`config.mk`:
```
export PLATFORM = sky130hd
export DESIGN_NAME = perf_counter
export DESIGN_NICKNAME = d
export VERILOG_FILES = /design/src/logic/rv32i_types.sv /design/src/logic/perf_counter.sv
export SDC_FILE = /design/constraint.sdc
export NUM_CORES = 1
export LEC_CHECK = 0
export ABC_AREA = 1
export BUFFER_PORTS_ARGS = -buffer_cell sky130_fd_sc_hd__buf_4
export CAP_MARGIN = 5
export CORE_UTILIZATION = 35
export DETAILED_ROUTE_END_ITERATION = 7
export PLACE_DENSITY = 0.53
export SETUP_SLACK_MARGIN = 0.3
export SYNTH_ARGS = -nofsm -noshare
export SYNTH_HDL_FRONTEND = slang
export SYNTH_SLANG_ARGS = --single-unit
```
`constraint.sdc`:
```
create_clock -name clk -period 2.7 [get_ports clk]
set_input_delay 0.81 -clock clk [delete_from_list [all_inputs] [get_ports clk]]
set_output_delay 0.81 -clock clk [all_outputs]
set_load 0.005 [all_outputs]
```
`src/logic/rv32i_types.sv`:
```
package rv32i_types;

   typedef logic [31:0] rv32i_word;
   typedef logic [255:0] cache_line;

   // cache geometry
   localparam int line_bytes = 32;
   localparam int cache_offset_bits = $clog2(line_bytes);
   localparam int cache_index_bits = 3;
   localparam int cache_lines = 1 << cache_index_bits;
   localparam int cache_tag_bits = 24;

   // counter window, upper 24 address bits
   localparam logic [23:0] mmio_base = 24'hFFFFFF;
   localparam int num_event_counters = 5;
   localparam int sel_branch_total = 5;
   localparam int sel_branch_incorrect = 6;

   typedef struct packed {
      logic [cache_tag_bits-1:0]    tag;
      logic [cache_index_bits-1:0]  index;
      logic [cache_offset_bits-1:0] offset;
   } addr_line_t;

   typedef struct packed {
      logic [23:0] region;
      logic [5:0]  sel;
      logic [1:0]  byte_sel;
   } addr_mmio_t;

   // port B address, seen by the dcache and by the counter block
   typedef union packed {
      addr_line_t line;
      addr_mmio_t mmio;
   } mem_addr_u;

   typedef struct packed {
      logic      read;
      logic      write;
      rv32i_word addr;
      cache_line wdata;
   } line_req_t;

   typedef struct packed {
      logic      resp;
      cache_line rdata;
   } line_rsp_t;

   typedef struct packed {
      logic icache_hit;
      logic icache_miss;
      logic dcache_hit;
      logic dcache_miss;
      logic ewb_drain;
   } perf_events_t;

endpackage : rv32i_types

```
`src/logic/perf_counter.sv`:
```
`timescale 1ns/1ps

module perf_counter import rv32i_types::*; (
   input  logic         clk,
   input  logic         rst_n,
   input  logic         read,
   input  logic         write,
   input  mem_addr_u    addr,
   output logic         dcache_read,
   output logic         dcache_write,
   output logic         resp,
   output rv32i_word    rdata,
   input  rv32i_word    dcache_rdata,
   input  perf_events_t events,
   input  rv32i_word    branch_total_count,
   input  rv32i_word    branch_incorrect_count,
   output logic         branch_total_reset,
   output logic         branch_incorrect_reset
);

   logic in_window;
   logic access;
   logic [5:0] sel;
   logic [num_event_counters-1:0] ev_vec;
   rv32i_word counts [num_event_counters];
   rv32i_word sel_value;
   rv32i_word ctr_rdata;

   assign in_window = (addr.mmio.region == mmio_base);
   assign sel = addr.mmio.sel;
   assign access = (read || write) && in_window && !resp;

   // everything outside the window belongs to the dcache
   assign dcache_read = read && !in_window;
   assign dcache_write = write && !in_window;

   assign ev_vec = {events.ewb_drain, events.dcache_miss, events.dcache_hit,
                    events.icache_miss, events.icache_hit};

   always_comb begin
      sel_value = '0;
      if (sel < num_event_counters) begin
         sel_value = counts[sel[2:0]];
      end else if (sel == sel_branch_total) begin
         sel_value = branch_total_count;
      end else if (sel == sel_branch_incorrect) begin
         sel_value = branch_incorrect_count;
      end
   end

   always_ff @(posedge clk or negedge rst_n) begin
      if (!rst_n) begin
         resp <= 1'b0;
         branch_total_reset <= 1'b0;
         branch_incorrect_reset <= 1'b0;
         for (int i = 0; i < num_event_counters; i++) begin
            counts[i] <= '0;
         end
      end else begin
         resp <= access;
         branch_total_reset <= access && write && (sel == sel_branch_total);
         branch_incorrect_reset <= access && write && (sel == sel_branch_incorrect);
         // a software clear wins over an event in the same cycle
         for (int i = 0; i < num_event_counters; i++) begin
            if (access && write && (sel == i)) begin
               counts[i] <= '0;
            end else if (ev_vec[i]) begin
               counts[i] <= counts[i] + 32'd1;
            end
         end
      end
   end

   always_ff @(posedge clk) begin
      if (access && read) begin
         ctr_rdata <= sel_value;
      end
   end

   assign rdata = resp ? ctr_rdata : dcache_rdata;

endmodule : perf_counter

```
Word-level counts from Yosys, hierarchy flattened
Index checks and enable logic that the tools add are counted.
- latch bits: 0
- output and inout port bits: 37
- word-level logic and storage cells: 63
- ROM bits: 0
- register bits after elaboration: 195
- bits in writable memories: 0
- memories kept: 0
- equal/unequal tests: 7
- bitwise logic cells: 1
- $lt $le $gt $ge: 2
- reduce and logical (&&, ||, !) cells: 22
- multiplexer cells: 17
- div/mod/pow operators: 0
- shifts and indexed selects: 0
- add/subtract/negate cells: 5
- multiply operators: 0
- operator list (kind ; count):
    $mux W32 ; 16
    $add A32 B1 Y32 const B ; 5
    $bmux W32 S3 ; 1
    $eq A24 B24 Y1 const B ; 1
    $eq A6 B3 Y1 const B ; 3
    $logic_and A1 B1 Y1 ; 13
    $eq A6 B2 Y1 const B ; 2
    $reduce_bool A2 Y1 ; 5
    $eq A6 B1 Y1 const B ; 1
    $logic_not A6 Y1 ; 1
    $lt A6 B3 Y1 const B ; 1
    $ge A4 B4 Y1 const B ; 1
    $not A3 Y4 ; 1
    $logic_not A1 Y1 ; 2
    $logic_or A1 B1 Y1 ; 1

Depth between registers and ports, before layout
- word-level depth: 6
- gate-level depth with buffers: 11
- gate-level depth less buffers: 11

Worst setup path after synthesis
Ideal clock, no wire load.
- path kind: input to register
- from: in addr[17] in the netlist's numbering
- to: reg ctr_rdata[0], enable pin
- library setup time: 0.421 ns
- cell stages on the path: 6
- arrival time: 2.667 ns
- setup slack: -0.388 ns
- buffers on the path: 0
- required time: 2.279 ns
- cells stage by stage: nand2_1 -> nor2_1 -> nand2_1 -> nor2_1 -> nand3_1 -> nor2_1
- longest elaborated chain between the ends: 4
- ends and longest elaborated chain (what ; RTL line ; RTL):
    start, declared ; perf_counter.sv:8 ; input mem_addr_u addr,
    $eq A24 B24 Y1 ; perf_counter.sv:29 ; assign in_window = (addr.mmio.region == mmio_base);
    $logic_and A1 B1 Y1 (2 in a row) ; perf_counter.sv:31 ; assign access = (read || write) && in_window && !resp;
    $logic_and A1 B1 Y1 ; perf_counter.sv:75 ; if (access && read) begin
    end signal, assigned ; perf_counter.sv:76 ; ctr_rdata <= sel_value;
    end, declared ; perf_counter.sv:27 ; rv32i_word ctr_rdata;
Every way passes these cells.
A chain may end at the register's enable or synchronous reset.

Worst setup path after layout
- from: in addr[13] in the netlist's numbering
- to: out dcache_read
- longest elaborated chain between the ends: 3
- ends and longest elaborated chain (what ; RTL line ; RTL):
    $eq A24 B24 Y1 ; perf_counter.sv:29 ;
    $logic_not A1 Y1 ; perf_counter.sv:34 ; assign dcache_read = read && !in_window;
    $logic_and A1 B1 Y1 ; perf_counter.sv:34 ;
    end, declared ; perf_counter.sv:9 ; output logic dcache_read,
Every way passes these cells.

==> impl_metrics.sql <==
INSERT INTO impl_metrics (metric_group, metric, value, unit) VALUES
('synthesis', 'synth_top_flop_cell', 'dfrtp_1', ''),
('finish', 'num_antenna_cells', '0', ''),
('finish', 'nNetsFinal', '2136', ''),
('power', 'net-switching-power', '2.37', 'mW'),
('setup_path', 'cp_data_arrival_time', '1.54', 'ns'),
('sta', 'layout_setup_ws', '0.353', 'ns'),
('drt', 'detail_route.wirelength', '43200', 'um'),
('hold_path', 'worst_hold_path_class', 'in2async', ''),
('floorplan', 'top_level_ports', '174', ''),
('cts', 'cts.sinks', '195', ''),
('finish', 'area.growth.synth_to_final', '22.9', '%'),
('floorplan', 'design.die.area', '36700', 'sq um'),
('sta', 'finClkSkew', '0.00986', 'ns'),
('sta', 'worst_tran_pin_value', '0.556', 'ns'),
('power', 'intPower', '5.27', 'mW'),
('global_route', 'grt_overflow', '0', ''),
('synthesis', 'synth.ff_latch_count', '195', ''),
('outcome', 'run_status', 'completed', ''),
('setup_path', 'regToRegSetupSlack', '0.70', 'ns'),
('synthesis', 'synth-async-reset-ratio', '0.836', ''),
('sta', 'finalHoldWorstSlack', '0.172', 'ns'),
('drt', 'drtIter0Drc', '930', ''),
('cts', 'tritoncts', 'done', ''),
('place', 'numPortBuffers', '171', ''),
('power', 'p_clk_frac', '0.353', ''),
('cts', 'ctsHoldBuffers', '0', ''),
('global_route', 'grt_use_total', '0.238', ''),
('flow_run', 'maxCapViolCount', '0', ''),
('synthesis', 'synth.yosys.seq_area_share', '0.400', ''),
('drt', 'detail_route.drc_violations', '0', ''),
('synthesis', 'synth_edf_count', '32', ''),
('power', 'power.share.sequential', '0.474', ''),
('floorplan', 'std_cell_rows', '69', ''),
('place', 'pre_cts_slack', '-0.0671', 'ns'),
('sta', 'fin_crit', '2.35', 'ns'),
('global_route', 'first_global_vias', '11800', ''),
('place', 'dp.final_hpwl', '34300', 'um'),
('floorplan', 'fp.dieH', '192', 'um'),
('synthesis', 'syn_nets', '1944', ''),
('cts', 'clk-insertion-delay-late', '0.45', 'ns'),
('power', 'power.density', '494', 'nW/um^2'),
('global_route', 'antenna_found_initial', '0', ''),
('sta', 'timing.final.crit_share', '0.869', ''),
('drt', 'route.detailed.vias_per_inst', '5.02', ''),
('power', 'total_power', '7.64', 'mW'),
('drt', 'route.antenna.remaining_nets', '0', ''),
('cts', 'htreeDepth', '4', ''),
('synthesis', 'yosys_warnings', '0', ''),
('place', 'gpl.final_weighted_congestion', '0.959', ''),
('power', 'sw_frac_of_total', '0.310', ''),
('setup_path', 'worstSetupStartpointType', 'primary input', ''),
('drt', 'drt-wirelength-per-cell', '17.5', 'um'),
('sta', 'rsz0062_at_grt', 'yes', ''),
('setup_path', 'crit_type', 'in2out', ''),
('setup_path', 'crit_required', '1.89', 'ns'),
('power', 'worst_voltage_drop_across_the_vdd_grid', '0.478', 'mV'),
('synthesis', 'syn-instance-count', '1802', ''),
('sta', 'slew-limit-headroom', '0.629', ''),
('sta', 'achievable-frequency', '0.426', 'GHz'),
('global_route', 'global_route_wire_length_before_repair', '66100', 'um'),
('sta', 'setup_viol', '0', ''),
('power', 'power.combinational.fraction', '0.174', ''),
('setup_path', 'endpoint_class_of_the_critical_path', 'primary output', ''),
('synthesis', 'post_synth.cell_area_avg', '6.99', 'sq um'),
('cts', 'clockBufferDepth', '2', ''),
('floorplan', 'start_util', '0.355', ''),
('floorplan', 'die_w', '192', 'um'),
('power', 'cellLeakagePower', '7.28', 'nW'),
('finish', 'drive_above_1_share', '0.161', ''),
('sta', 'maxSlewViolCount', '0', ''),
('finish', 'filler_cell_count', '3741', ''),
('drt', 'vias', '12400', ''),
('floorplan', 'core_area', '35500', 'sq um'),
('setup_path', 'critical_path_peak_fanout', '3', ''),
('cts', 'cts.root.buffer_cell', 'clkbuf_16', ''),
('sta', 'final_hold_violation_count', '0', ''),
('synthesis', 'yosysUniqueCellTypes', '42', ''),
('global_route', 'grt_max_degree', '61', ''),
('cts', 'cts_inserted_buffers', '17', ''),
('drt', 'detail_route.first_pass.iterations', '5', ''),
('synthesis', 'mapped_cell_area', '12600', 'sq um'),
('cts', 'clk_pin_slew', '0.07', 'ns');
## power groups by stage
stage	Sequential, mW	Combinational, mW	Clock [mW]
3_5_place_dp	3.67	1.32	0
2_1_floorplan	3.53	0.769	0
4_1_cts	3.61	1.32	2.75
6_report	3.62	1.33	2.70
3_3_place_gp	3.66	1.30	0
5_1_grt	3.67	1.49	2.86
## through the flow
stage               instance area, sq um  instances  TNS [ns]  utilization
finish                             15500       2468         0        0.436
global route                       15500       2468         0        0.436
detailed placement                 14800       2434     -1.38        0.416
CTS                                15400       2467         0        0.434
floorplan                          12600       1802         0            -
global placement                   14800       2434    -0.307        0.416
## state kept, by name (all words and copies together), names as in the netlist
register                cells
branch_incorrect_reset      1
resp                        1
branch_total_reset          1
ctr_rdata                  32
counts                    160
## Yosys cell counts (2+ instances only)
master / number / area share
a22oi_1: 26 / 0.016
inv_1: 174 / 0.052
xor2_1: 50 / 0.035
edfxtp_1: 32 / 0.076
nor2_1: 320 / 0.095
nor2_4: 6 / 0.0054
nand2_1: 537 / 0.16
o21bai_1: 6 / 0.0036
nor4_1: 4 / 0.0020
nor2_2: 18 / 0.0089
nor3_1: 39 / 0.016
inv_2: 7 / 0.0021
buf_2: 21 / 0.0083
o21ai_0: 21 / 0.0083
dfrtp_1: 163 / 0.32
o2111ai_1: 9 / 0.0063
buf_4: 10 / 0.0060
xnor2_1: 28 / 0.019
and3_1: 2 / 0.00099
a22o_1: 17 / 0.012
o211ai_1: 18 / 0.011
o22ai_1: 2 / 0.00099
nand4_1: 67 / 0.033
nand3_1: 124 / 0.049
a21oi_1: 34 / 0.014
nand3b_1: 8 / 0.0048
ha_1: 5 / 0.0050
nor3b_1: 10 / 0.0060
clkbuf_1: 23 / 0.0069
nand4_2: 2 / 0.0020
nor3_2: 5 / 0.0040
buf_1: 4 / 0.0012
## cell families (layout without fill, tap and decap cells)
| kind of cell | Yosys count | after routing | synth area share |
|---|---|---|---|
| AND/OR/NAND/NOR | 1146 | 1146 | 0.390 |
| AO/OA/AOI/OAI | 138 | 138 | 0.0738 |
| adder cells (fa/ha/maj) | 5 | 5 | 0.00497 |
| flip-flops | 195 | 195 | 0.400 |
| buffers and inverters | 240 | 445 | 0.0766 |
| XOR/XNOR | 78 | 78 | 0.0543 |
## cell type report
class	instances	area, sq um	area share
well taps	461	577	0.0373
flip-flops and latches	195	5040	0.326
multi-input cells	1367	6650	0.430
repair buffers	231	1910	0.124
clock inverters	12	140	0.00906
clock buffers	20	468	0.0302
inverters	182	683	0.0441
## routing by layer
metal | up-vias | GRT usage | share of wire
li1 | 6210 | - | -
met1 | 5756 | 0.314 | 0.46
met2 | 370 | 0.392 | 0.46
met3 | 62 | 0.0391 | 0.055
met4 | 0 | 0.0882 | 0.032
met5 | - | 0 | 0
## path summary, 6_finish.rpt
path                                           end                    start  cells after the start
max                                    dcache_read                 addr[13]                      9
min in group clk           counts[121]$_DFFE_PN0P_  counts[121]$_DFFE_PN0P_                      2
max reg2reg                 counts[58]$_DFFE_PN0P_   counts[33]$_DFFE_PN0P_                      9
min reg2reg                counts[121]$_DFFE_PN0P_  counts[121]$_DFFE_PN0P_                      2
min                          counts[4]$_DFFE_PN0P_                    rst_n                      1
max in group asynchronous   counts[94]$_DFFE_PN0P_                    rst_n                      2
## worst max-delay path, stage by stage
cell	delay, ns
buf_4	0.08
nand2_1	0.05
nor2_2	0.13
nand2_1	0.09
inv_2	0.08
nand2_1	0.06
inv_2	0.07
nor2_2	0.04
buf_4	0.13
## cell usage in the layout (no fill, tap or decap), drive strengths merged, types with 28 or more instances in the layout
master / Yosys / routed
nor2: 344 / 344
buf: 35 / 231
inv: 181 / 187
nand3: 125 / 125
nand2: 538 / 538
nor3: 44 / 44
a21oi: 35 / 35
dfrtp: 163 / 163
xor2: 50 / 50
xnor2: 28 / 28
nand4: 69 / 69
edfxtp: 32 / 32
## what timing repair did
action,4_1_cts,5_1_grt
resized for setup,2,26
setup endpoints to repair,3,14
buffers inserted,1,1
pin swaps,1,11
hold endpoints to repair,0,0
(Power assumes the default switching activity.)
