### src/logic/rv32i_types.sv
package rv32i_types;

   typedef logic [31:0] rv32i_word;
   typedef logic [255:0] cache_line;

   // cache geometry
   localparam int line_bytes = 32;
   localparam int cache_offset_bits = $clog2(line_bytes);
   localparam int cache_index_bits = 3;
   localparam int cache_lines = 1 << cache_index_bits;
   localparam int cache_tag_bits = 24;

   // counter window, upper 24 address bits
   localparam logic [23:0] mmio_base = 24'hFFFFFF;
   localparam int num_event_counters = 5;
   localparam int sel_branch_total = 5;
   localparam int sel_branch_incorrect = 6;

   typedef struct packed {
      logic [cache_tag_bits-1:0]    tag;
      logic [cache_index_bits-1:0]  index;
      logic [cache_offset_bits-1:0] offset;
   } addr_line_t;

   typedef struct packed {
      logic [23:0] region;
      logic [5:0]  sel;
      logic [1:0]  byte_sel;
   } addr_mmio_t;

   // port B address, seen by the dcache and by the counter block
   typedef union packed {
      addr_line_t line;
      addr_mmio_t mmio;
   } mem_addr_u;

   typedef struct packed {
      logic      read;
      logic      write;
      rv32i_word addr;
      cache_line wdata;
   } line_req_t;

   typedef struct packed {
      logic      resp;
      cache_line rdata;
   } line_rsp_t;

   typedef struct packed {
      logic icache_hit;
      logic icache_miss;
      logic dcache_hit;
      logic dcache_miss;
      logic ewb_drain;
   } perf_events_t;

endpackage : rv32i_types

### src/logic/l1_arbiter.sv
`timescale 1ns/1ps

module l1_arbiter import rv32i_types::*; (
   input  logic      clk,
   input  logic      rst_n,
   input  line_req_t i_req,
   output line_rsp_t i_rsp,
   input  line_req_t d_req,
   output line_rsp_t d_rsp,
   output line_req_t mem_req,
   input  line_rsp_t mem_rsp
);

   logic busy;
   logic grant_d;

   // grant is held until the granted transaction completes
   always_ff @(posedge clk or negedge rst_n) begin
      if (!rst_n) begin
         busy <= 1'b0;
         grant_d <= 1'b0;
      end else if (!busy) begin
         if (d_req.read || d_req.write) begin
            busy <= 1'b1;
            grant_d <= 1'b1;
         end else if (i_req.read) begin
            busy <= 1'b1;
            grant_d <= 1'b0;
         end
      end else if (mem_rsp.resp) begin
         busy <= 1'b0;
      end
   end

   always_comb begin
      mem_req = '0;
      if (busy) begin
         mem_req = grant_d ? d_req : i_req;
      end
   end

   always_comb begin
      i_rsp.rdata = mem_rsp.rdata;
      d_rsp.rdata = mem_rsp.rdata;
      i_rsp.resp = busy && !grant_d && mem_rsp.resp;
      d_rsp.resp = busy && grant_d && mem_rsp.resp;
   end

   // no response from below without a granted request
   a_rsp_in_grant: assert property (@(posedge clk) disable iff (!rst_n)
      mem_rsp.resp |-> busy);

endmodule : l1_arbiter

### config.mk
export PLATFORM = sky130hd
export DESIGN_NAME = l1_arbiter
export DESIGN_NICKNAME = d
export VERILOG_FILES = /design/src/logic/rv32i_types.sv /design/src/logic/l1_arbiter.sv
export SDC_FILE = /design/constraint.sdc
export NUM_CORES = 1
export LEC_CHECK = 0
export BUFFER_PORTS_ARGS = -buffer_cell sky130_fd_sc_hd__buf_2
export CORE_AREA = 2 2 635 637
export CTS_BUF_LIST = sky130_fd_sc_hd__clkbuf_8
export CTS_CLUSTER_SIZE = 16
export DETAILED_ROUTE_END_ITERATION = 12
export DIE_AREA = 0 0 637 639
export GPL_ROUTABILITY_DRIVEN = 0
export RECOVER_POWER = 100
export REMOVE_ABC_BUFFERS = 1
export SLEW_MARGIN = 40
export SYNTH_ARGS = -nofsm -noshare
export SYNTH_HDL_FRONTEND = slang
export SYNTH_SLANG_ARGS = --single-unit
### constraint.sdc
create_clock -name clk -period 1.5 [get_ports clk]
set_input_delay 0 -clock clk [delete_from_list [all_inputs] [get_ports clk]]
set_output_delay 0 -clock clk [all_outputs]
set_load 0.01 [all_outputs]
Word level (Yosys, flattened, before mapping)
Cells that the tools add are included.
W data, S select, Z words.
{"block": "word_totals", "ff_bits": 2, "elab_cells": 19, "inputBits": 839}
{"block": "op_classes", "n_bitwise": 1, "n_reduce_logical": 8, "n_mux": 8}
{"op": "$mux W290", "count": 2}
{"op": "$mux W1", "count": 6}
{"op": "$logic_and A1 B1 Y1", "count": 4}
{"op": "$reduce_and A2 Y1", "count": 1}
{"op": "$reduce_bool A2 Y1", "count": 1}
{"op": "$logic_not A1 Y1", "count": 1}
{"op": "$logic_or A1 B1 Y1", "count": 1}
{"op": "$not A1 Y1", "count": 1}

Logic depth before layout (Yosys ltp)
Gate-level depths: netlist of the first run.
{"block": "logic_depth", "word_depth": 3, "depth_mapped": 5, "mapped_depth_nobuf": 2}

Worst setup path before layout of the first run
OpenSTA, ideal clock, no wires.
{"block": "synth_timing", "path_kind": "flip-flop to output port", "from": "register grant_d", "to": "output port mem_req[100] (netlist bit)", "required_ps": 1500, "n_path_buf": 3, "path_stages_with_launch": 6, "path_slack_ps": 421, "arrival_ps": 1079, "path_cell_list": "dfrtp_1 buf_6 buf_12 buf_8 mux2i_1 nor2b_1"}
{"element": "start: declaration", "line_no": "l1_arbiter.sv:15", "text": "logic grant_d;"}
{"element": "start signal: assignment", "line_no": "l1_arbiter.sv:21", "text": "grant_d <= 1'b0;"}
{"element": "start signal: assignment", "line_no": "l1_arbiter.sv:25", "text": "grant_d <= 1'b1;"}
{"element": "start signal: assignment", "line_no": "l1_arbiter.sv:28", "text": "grant_d <= 1'b0;"}
{"element": "end: declaration", "line_no": "l1_arbiter.sv:10", "text": "output line_req_t mem_req,"}

==> results.md, run 1 <==
* Syn avg cell area at around 8.0 um2
* Placement Cell Area at 0.0183 mm2
* Power Dens Cells at 567 mW/mm2
* Critical path class: reg -> out
* Seq. cell area at approximately 58 um2
* Worst Hold Class: in -> out
* Worst Path Buf+Inv at 3
* Area delta synth->final at 104%
* Vias at 14761
* Slew Limit Headroom at 0.763
* Die area at just over 0.4 mm2
* Design area at 0.0190 mm2
* Post-synth ARST share at 1.00
* Ranking of synthesized cells by area: buf_4 42%, mux2i_1 31%, nor2b_1 19%
* Commonest cells post-synth: 515 x buf_4, 290 x mux2i_1, 290 x nor2b_1
* Final ANT Viol Nets at 0
* Clk slew on worst S/H paths at 0.03 ns
* Sink Count at 2
* Final period util at 1.15
* Starting density of the core at 0.0232
* CTS Buf Count at 3
* Failing checks: negative setup slack
* Post-synth EDFFs at 0
* Critical Path Fanout Max at 28
* Final Max Tran Viols at 0
* YS warnings at 0
* Hold Vio Cnt, Final at 0
* Crit. path cell count at 5
* Top_reg_cell synth: dfrtp_1
* Initial detailed-routing violation count at 1737
* Crit-path max cell delay at ~0.5 ns
* Top cell type's share of synthesized area at 0.415
* Fin Setup TNS at -33.01 ns
* Initial antenna violation count at 399
* Clock Path Buffers at 2
* VDD IR max at between 0.0002 and 0.00025 V
* Synth Cell Area at 0.00931 mm2
* Flops & latches, synth at 2
* PortBufs at 874
* Routed len/inst at about 62 um
* Core box area at 0.401 mm2
* DRC at 0
* CP top delay family: buffers and inverters
* Critical-path top delay cell: dfrtp_4
* Worst setup path endpoint: mem_req[255]
* F_max at 579 MHz
* H-tree depth at 1
* R2R Path Start: busy$_DFF_PN0_
* Worst-Skew Late Latency at roughly 0.21 ns
* Setup repair after global routing missed its margin: true
* Worst clock skew at between 0.002 and 0.003 ns
* CTS root buf: clkbuf_8
* Kind of end point of the critical path: output port
* Final WS setup at -0.227 ns
* Router iterations before antenna repair at 5
* Crit path launch type: register
* Post-synthesis sequential area ratio at 0.00538
* NumNets Final at 2370
* Leading area contributor after synthesis: buf_4
* Endpoints failing setup at 290
* Die Height at 639 um
* Crit path cell chain: buf_12, buf_16, mux2i_1, nor2b_1, buf_12
* Top Ports at 1643
* MaxCap Viol Count at 0
* Final wirelength at 424000 um
* DP HPWL at a little under 400000 um
* CTS tree: built
* Worst-margin pin slew at 0.354 ns
* Post-Syn Instances at 1168
* Num rows at 233
* Proportion of layout cells with a drive suffix above 1 at 0.668
* Total gr overflow at 0
* Leakage at 7.57 nW
* Worst EP required at 1.50 ns
* Cell mode on critical path: buf_12
* Reg2reg end: grant_d$_DFFE_PN0P_
* Yosys cell types at 17
* Global-route wire length before repair at between 400000 and 500000 um
* Largest net degree at the start of global routing at between 50 and 60
* Worst Reg2Reg Path Length in Cells at 5
* Vias per inst at between 2 and 2.5
* Worst EP arrival at ~1.7 ns
* Tmin final at 1.73 ns
* Critical Path Start: grant_d$_DFFE_PN0P_
* Filler cell count at between 40000 and 50000
* Multi-input gate area at 0.00497 mm2
* Total GRT Usage at 0.200
* R2r setup slk at 0.13 ns
* Outcome: finished with violations
* Most common cell in the netlist: buf_4
* Vias in the first global route at 10330
* Die Wd at ~640 um
logic make-up after synthesis:
group | count (synthesis) | share of synthesized area
flops | 2 | 0.00538
buf+inv | 578 | 0.483
simple gates | 296 | 0.198
mux | 290 | 0.312
compound gates | 2 | 0.00148
timing repair:
action,4_1_cts,5_1_grt
setup endpoints to repair,280,292
buffers inserted,4,3
gates resized for setup,87,95
cloned,1,3
endpoints found under the hold margin,2,0
hold buffers,1,0
where the power goes:
group / total, mW / leakage [nW] / internal, mW / switching (mW)
logic: 10.5 / 7.53 / 4.70 / 5.79
clock network: 0.215 / 0.0218 / 0.170 / 0.0447
registers: 0.0765 / 0.0205 / 0.0665 / 0.0100
total: 10.8 / 7.57 / 4.94 / 5.85
through the flow:
stage | cells | power [mW] | utilization | hold WS (ns) | setup slack [ns]
4_1_cts | 6811 | 11.1 | 0.0464 | 0.0157 | -0.268
5_1_grt | 6830 | 11.7 | 0.0473 | 0.000862 | -0.278
2_1_floorplan | 590 | 2.88 | - | -0.296 | -8.29
3_3_place_gp | 6802 | 10.5 | 0.0455 | -0.200 | -0.0305
6_report | 6853 | 10.8 | 0.0474 | 0.00121 | -0.227
3_5_place_dp | 6802 | 10.5 | 0.0455 | -0.199 | -0.0605
routing by layer:
metal  vias up  global-route usage  routed length [um]
li1       4017                   -                   -
met4       258              0.0211                9200
met5         -               0.159                9740
met3       897               0.279              123000
met1      5930               0.146              110000
met2      3659               0.296              172000
area by class of cell:
cell class,instances,area share
sequential,2,0.00303
antenna,37,0.00487
timing repair buffer,936,0.381
multi-input combinational,588,0.261
clock buffer,3,0.00217
tap,5287,0.348
worst reg2reg max path: stages, from the launching register on:
cell       delay (ns)
dfrtp_4          0.48
buf_4            0.14
buf_6            0.17
clkbuf_2         0.18
nand2b_1         0.16
o2bb2ai_1        0.12
registers in the layout, indices dropped and copies added (netlist names):
register  flops
busy          1
grant_d       1
cell usage in the layout, fill, tap and decap left out:
cell and n:
buf_2 686, mux2i_1 289, nor2b_1 209, buf_12 138, buf_4 88, nor2b_2 81
diode_2 37, buf_6 9, clkbuf_16 4, buf_16 4, clkbuf_8 3, clkbuf_4 3
nor2_1 2, dfrtp_4 2, mux2i_2 1, nand2_1 1, and3_1 1, nor4_1 1
a21oi_1 1, nand2b_1 1, o2bb2ai_1 1, bufbuf_16 1, dlygate4sd3_1 1, clkbuf_1 1
clkbuf_2 1
worst min path at each step:
stage,startpoint,to,slack (ns),depth (start not counted)
floorplan,rst_n,busy$_DFF_PN0_,-0.30,0
global placement,rst_n,grant_d$_DFFE_PN0P_,-0.20,1
detailed placement,rst_n,grant_d$_DFFE_PN0P_,-0.20,1
CTS,mem_rsp[0],i_rsp[0],0.02,0
global route,mem_rsp[12],i_rsp[12],0.0009,0
finish,mem_rsp[12],i_rsp[12],0.001,0
Note: power is estimated with default switching activity, not from simulation.
==> inputs of run 2 (changes only) <==
--- a/constraint.sdc
+++ b/constraint.sdc
@@ -3,2 +3,2 @@
 set_output_delay 0 -clock clk [all_outputs]
-set_load 0.01 [all_outputs]
+set_load 0.05 [all_outputs]
==> results.md, run 2 (synthesis gave the netlist of run 1 again) <==
* Leakage at 8.18 nW (+8.1%)
* Die Height at 639 um (unchanged)
* Hold Vio Cnt, Final at 0 (unchanged)
* Worst EP required at 1.50 ns (about the same)
* Starting density of the core at 0.0232 (unchanged)
* Outcome: finished with violations
* Worst Hold Class: in -> out
* Top Ports at 1643 (unchanged)
* Final ANT Viol Nets at 0 (unchanged)
* DRC at 0 (unchanged)
* Final wirelength at 424000 um (about the same)
* Failing checks: negative setup slack
* Kind of end point of the critical path: output port
* Worst clock skew at 0.000801 ns (-0.00172 ns)
* DP HPWL at 397000 um (about the same)
* Dpl ws at -0.0823 ns (-0.0219 ns)
* CTS root buf: clkbuf_8
* Hold Path Depth at 0 (unchanged)
* Die Wd at 637 um (unchanged)
* Die area at 0.407 mm2 (unchanged)
* NumNets Final at 2355 (-0.63%)
* Proportion of layout cells with a drive suffix above 1 at 0.715 (+0.0469)
* CTS tree: built
* Final period util at 1.19 (+0.0362)
* Worst-Skew Late Latency at 0.21 ns (about the same)
* Top flop regs: busy: 1 flops, grant_d: 1 flops
* Clk slew on worst S/H paths at 0.03 ns (about the same)
* Design area at 0.0211 mm2 (+11%)
* Worst EP arrival at 1.78 ns (+0.05 ns)
* Initial antenna violation count at 400 (+0.25%)
* Slew Limit Headroom at 0.750 (-0.0138)
* Vias in the first global route at 10356 (+0.25%)
* Sink Count at 2 (unchanged)
* Worst-margin pin slew at 0.378 ns (+0.0244 ns)
* F_max at 561 MHz (-3.0%)
* Total GRT Usage at 0.201 (about the same)
* Global-route wire length before repair at 451000 um (+0.12%)
* Routed len/inst at 62.0 um (+0.10%)
* Num rows at 233 (unchanged)
* Clock Path Buffers at 2 (unchanged)
* Worst Reg2Reg Path Length in Cells at 4 (-1)
* Crit path launch type: register
* MaxCap Viol Count at 0 (unchanged)
* Tmin final at 1.78 ns (+0.0543 ns)
* Critical path class: reg -> out
* VDD IR max at 0.000205 V (-10%)
* Largest net degree at the start of global routing at 49 (-13%)
* Vias per inst at 2.13 (-0.94%)
* Core box area at 0.401 mm2 (unchanged)
* PortBufs at 874 (unchanged)
* Critical Path Fanout Max at 14 (-50%)
* CTS Buf Count at 3 (unchanged)
* Endpoints failing setup at 291 (+0.34%)
* Pwr Total at 15.9 mW (+47%)
* Final Max Tran Viols at 0 (unchanged)
* Vias at 14611 (-1.0%)
* Placement Cell Area at 0.0202 mm2 (+11%)
* Power Dens Cells at 752 mW/mm2 (+33%)
* Most frequent cells in the layout: 587 x buf_2, 286 x mux2i_1, 274 x buf_12
* Setup repair after global routing missed its margin: true
* H-tree depth at 1 (unchanged)
* Final WS setup at -0.282 ns (-0.0543 ns)
* Router iterations before antenna repair at 5 (unchanged)
* Commonest non-fill, non-tap cell in the layout: buf_2
* Filler cell count at 47267 (-0.44%)
* Total gr overflow at 0 (unchanged)
* Initial detailed-routing violation count at 1699 (-2.2%)
* Area delta synth->final at 127%
==> run 2: cell count changes in the layout (fill, tap and decap cells not counted), sizes merged <==
cell,change
clkbuf,-2
buf,-13
diode,+10
==> run 2: worst max-delay path: stages, from the launching register on <==
cell	delay, ns
dfrtp_4	0.49
buf_6	0.18
bufbuf_16	0.32
mux2i_1	0.14
nor2b_1	0.21
buf_12	0.19
==> run 2: stage by stage <==
step | instances | util | hold WS (ns) | setup TNS, ns
2_1_floorplan | 590 | - | -0.296 | -2556.75
3_3_place_gp | 6792 | 0.0505 | -0.200 | -0.782
3_5_place_dp | 6792 | 0.0505 | -0.190 | -2.56
4_1_cts | 6797 | 0.0513 | 0.0277 | -52.57
5_1_grt | 6818 | 0.0525 | 0.00183 | -65.34
6_report | 6848 | 0.0527 | 0.00243 | -47.94
==> run 2: path summary, 6_finish.rpt <==
| path | startpoint | endpoint | slack, ns |
|---|---|---|---|
| max in group asynchronous | rst_n | grant_d$_DFFE_PN0P_ | 0.95 |
| worst min register to register | grant_d$_DFFE_PN0P_ | grant_d$_DFFE_PN0P_ | 1.00 |
| min in group asynchronous | rst_n | busy$_DFF_PN0_ | 0.38 |
| worst max-delay path | grant_d$_DFFE_PN0P_ | mem_req[279] | -0.28 |
| worst min-delay path | mem_rsp[12] | i_rsp[12] | 0.002 |
| worst max register to register | busy$_DFF_PN0_ | busy$_DFF_PN0_ | 0.03 |
==> run 2: what timing repair did <==
action	CTS	global route
gates cloned	1	3
setup buffers	0	1
gates resized for setup	90	140
endpoints found under the setup margin	292	291
endpoints found under the hold margin	2	0
hold buffers	1	0
==> run 2: routing by layer <==
metal  vias up  routed length [um]  GRT usage
met4       255                7850     0.0164
met1      5906              108000      0.145
met5         -               10000      0.163
li1       4015                   -          -
met3       852              124000      0.280
met2      3583              174000      0.299
==> run 2: area by class of cell <==
class,instances,area (um2),share of cell area
diodes,47,118,0.00557
well taps,5287,6620,0.313
multi-input cells,588,5160,0.244
repair buffers,921,9130,0.432
flip-flops and latches,2,57.6,0.00273
clock buffers,3,41.3,0.00196
==> run 2: power by group <==
part | internal, mW | total, mW | switching [mW]
combinational | 6.22 | 15.6 | 9.37
clock | 0.169 | 0.209 | 0.0396
sequential | 0.0665 | 0.0772 | 0.0108
total | 6.46 | 15.9 | 9.42
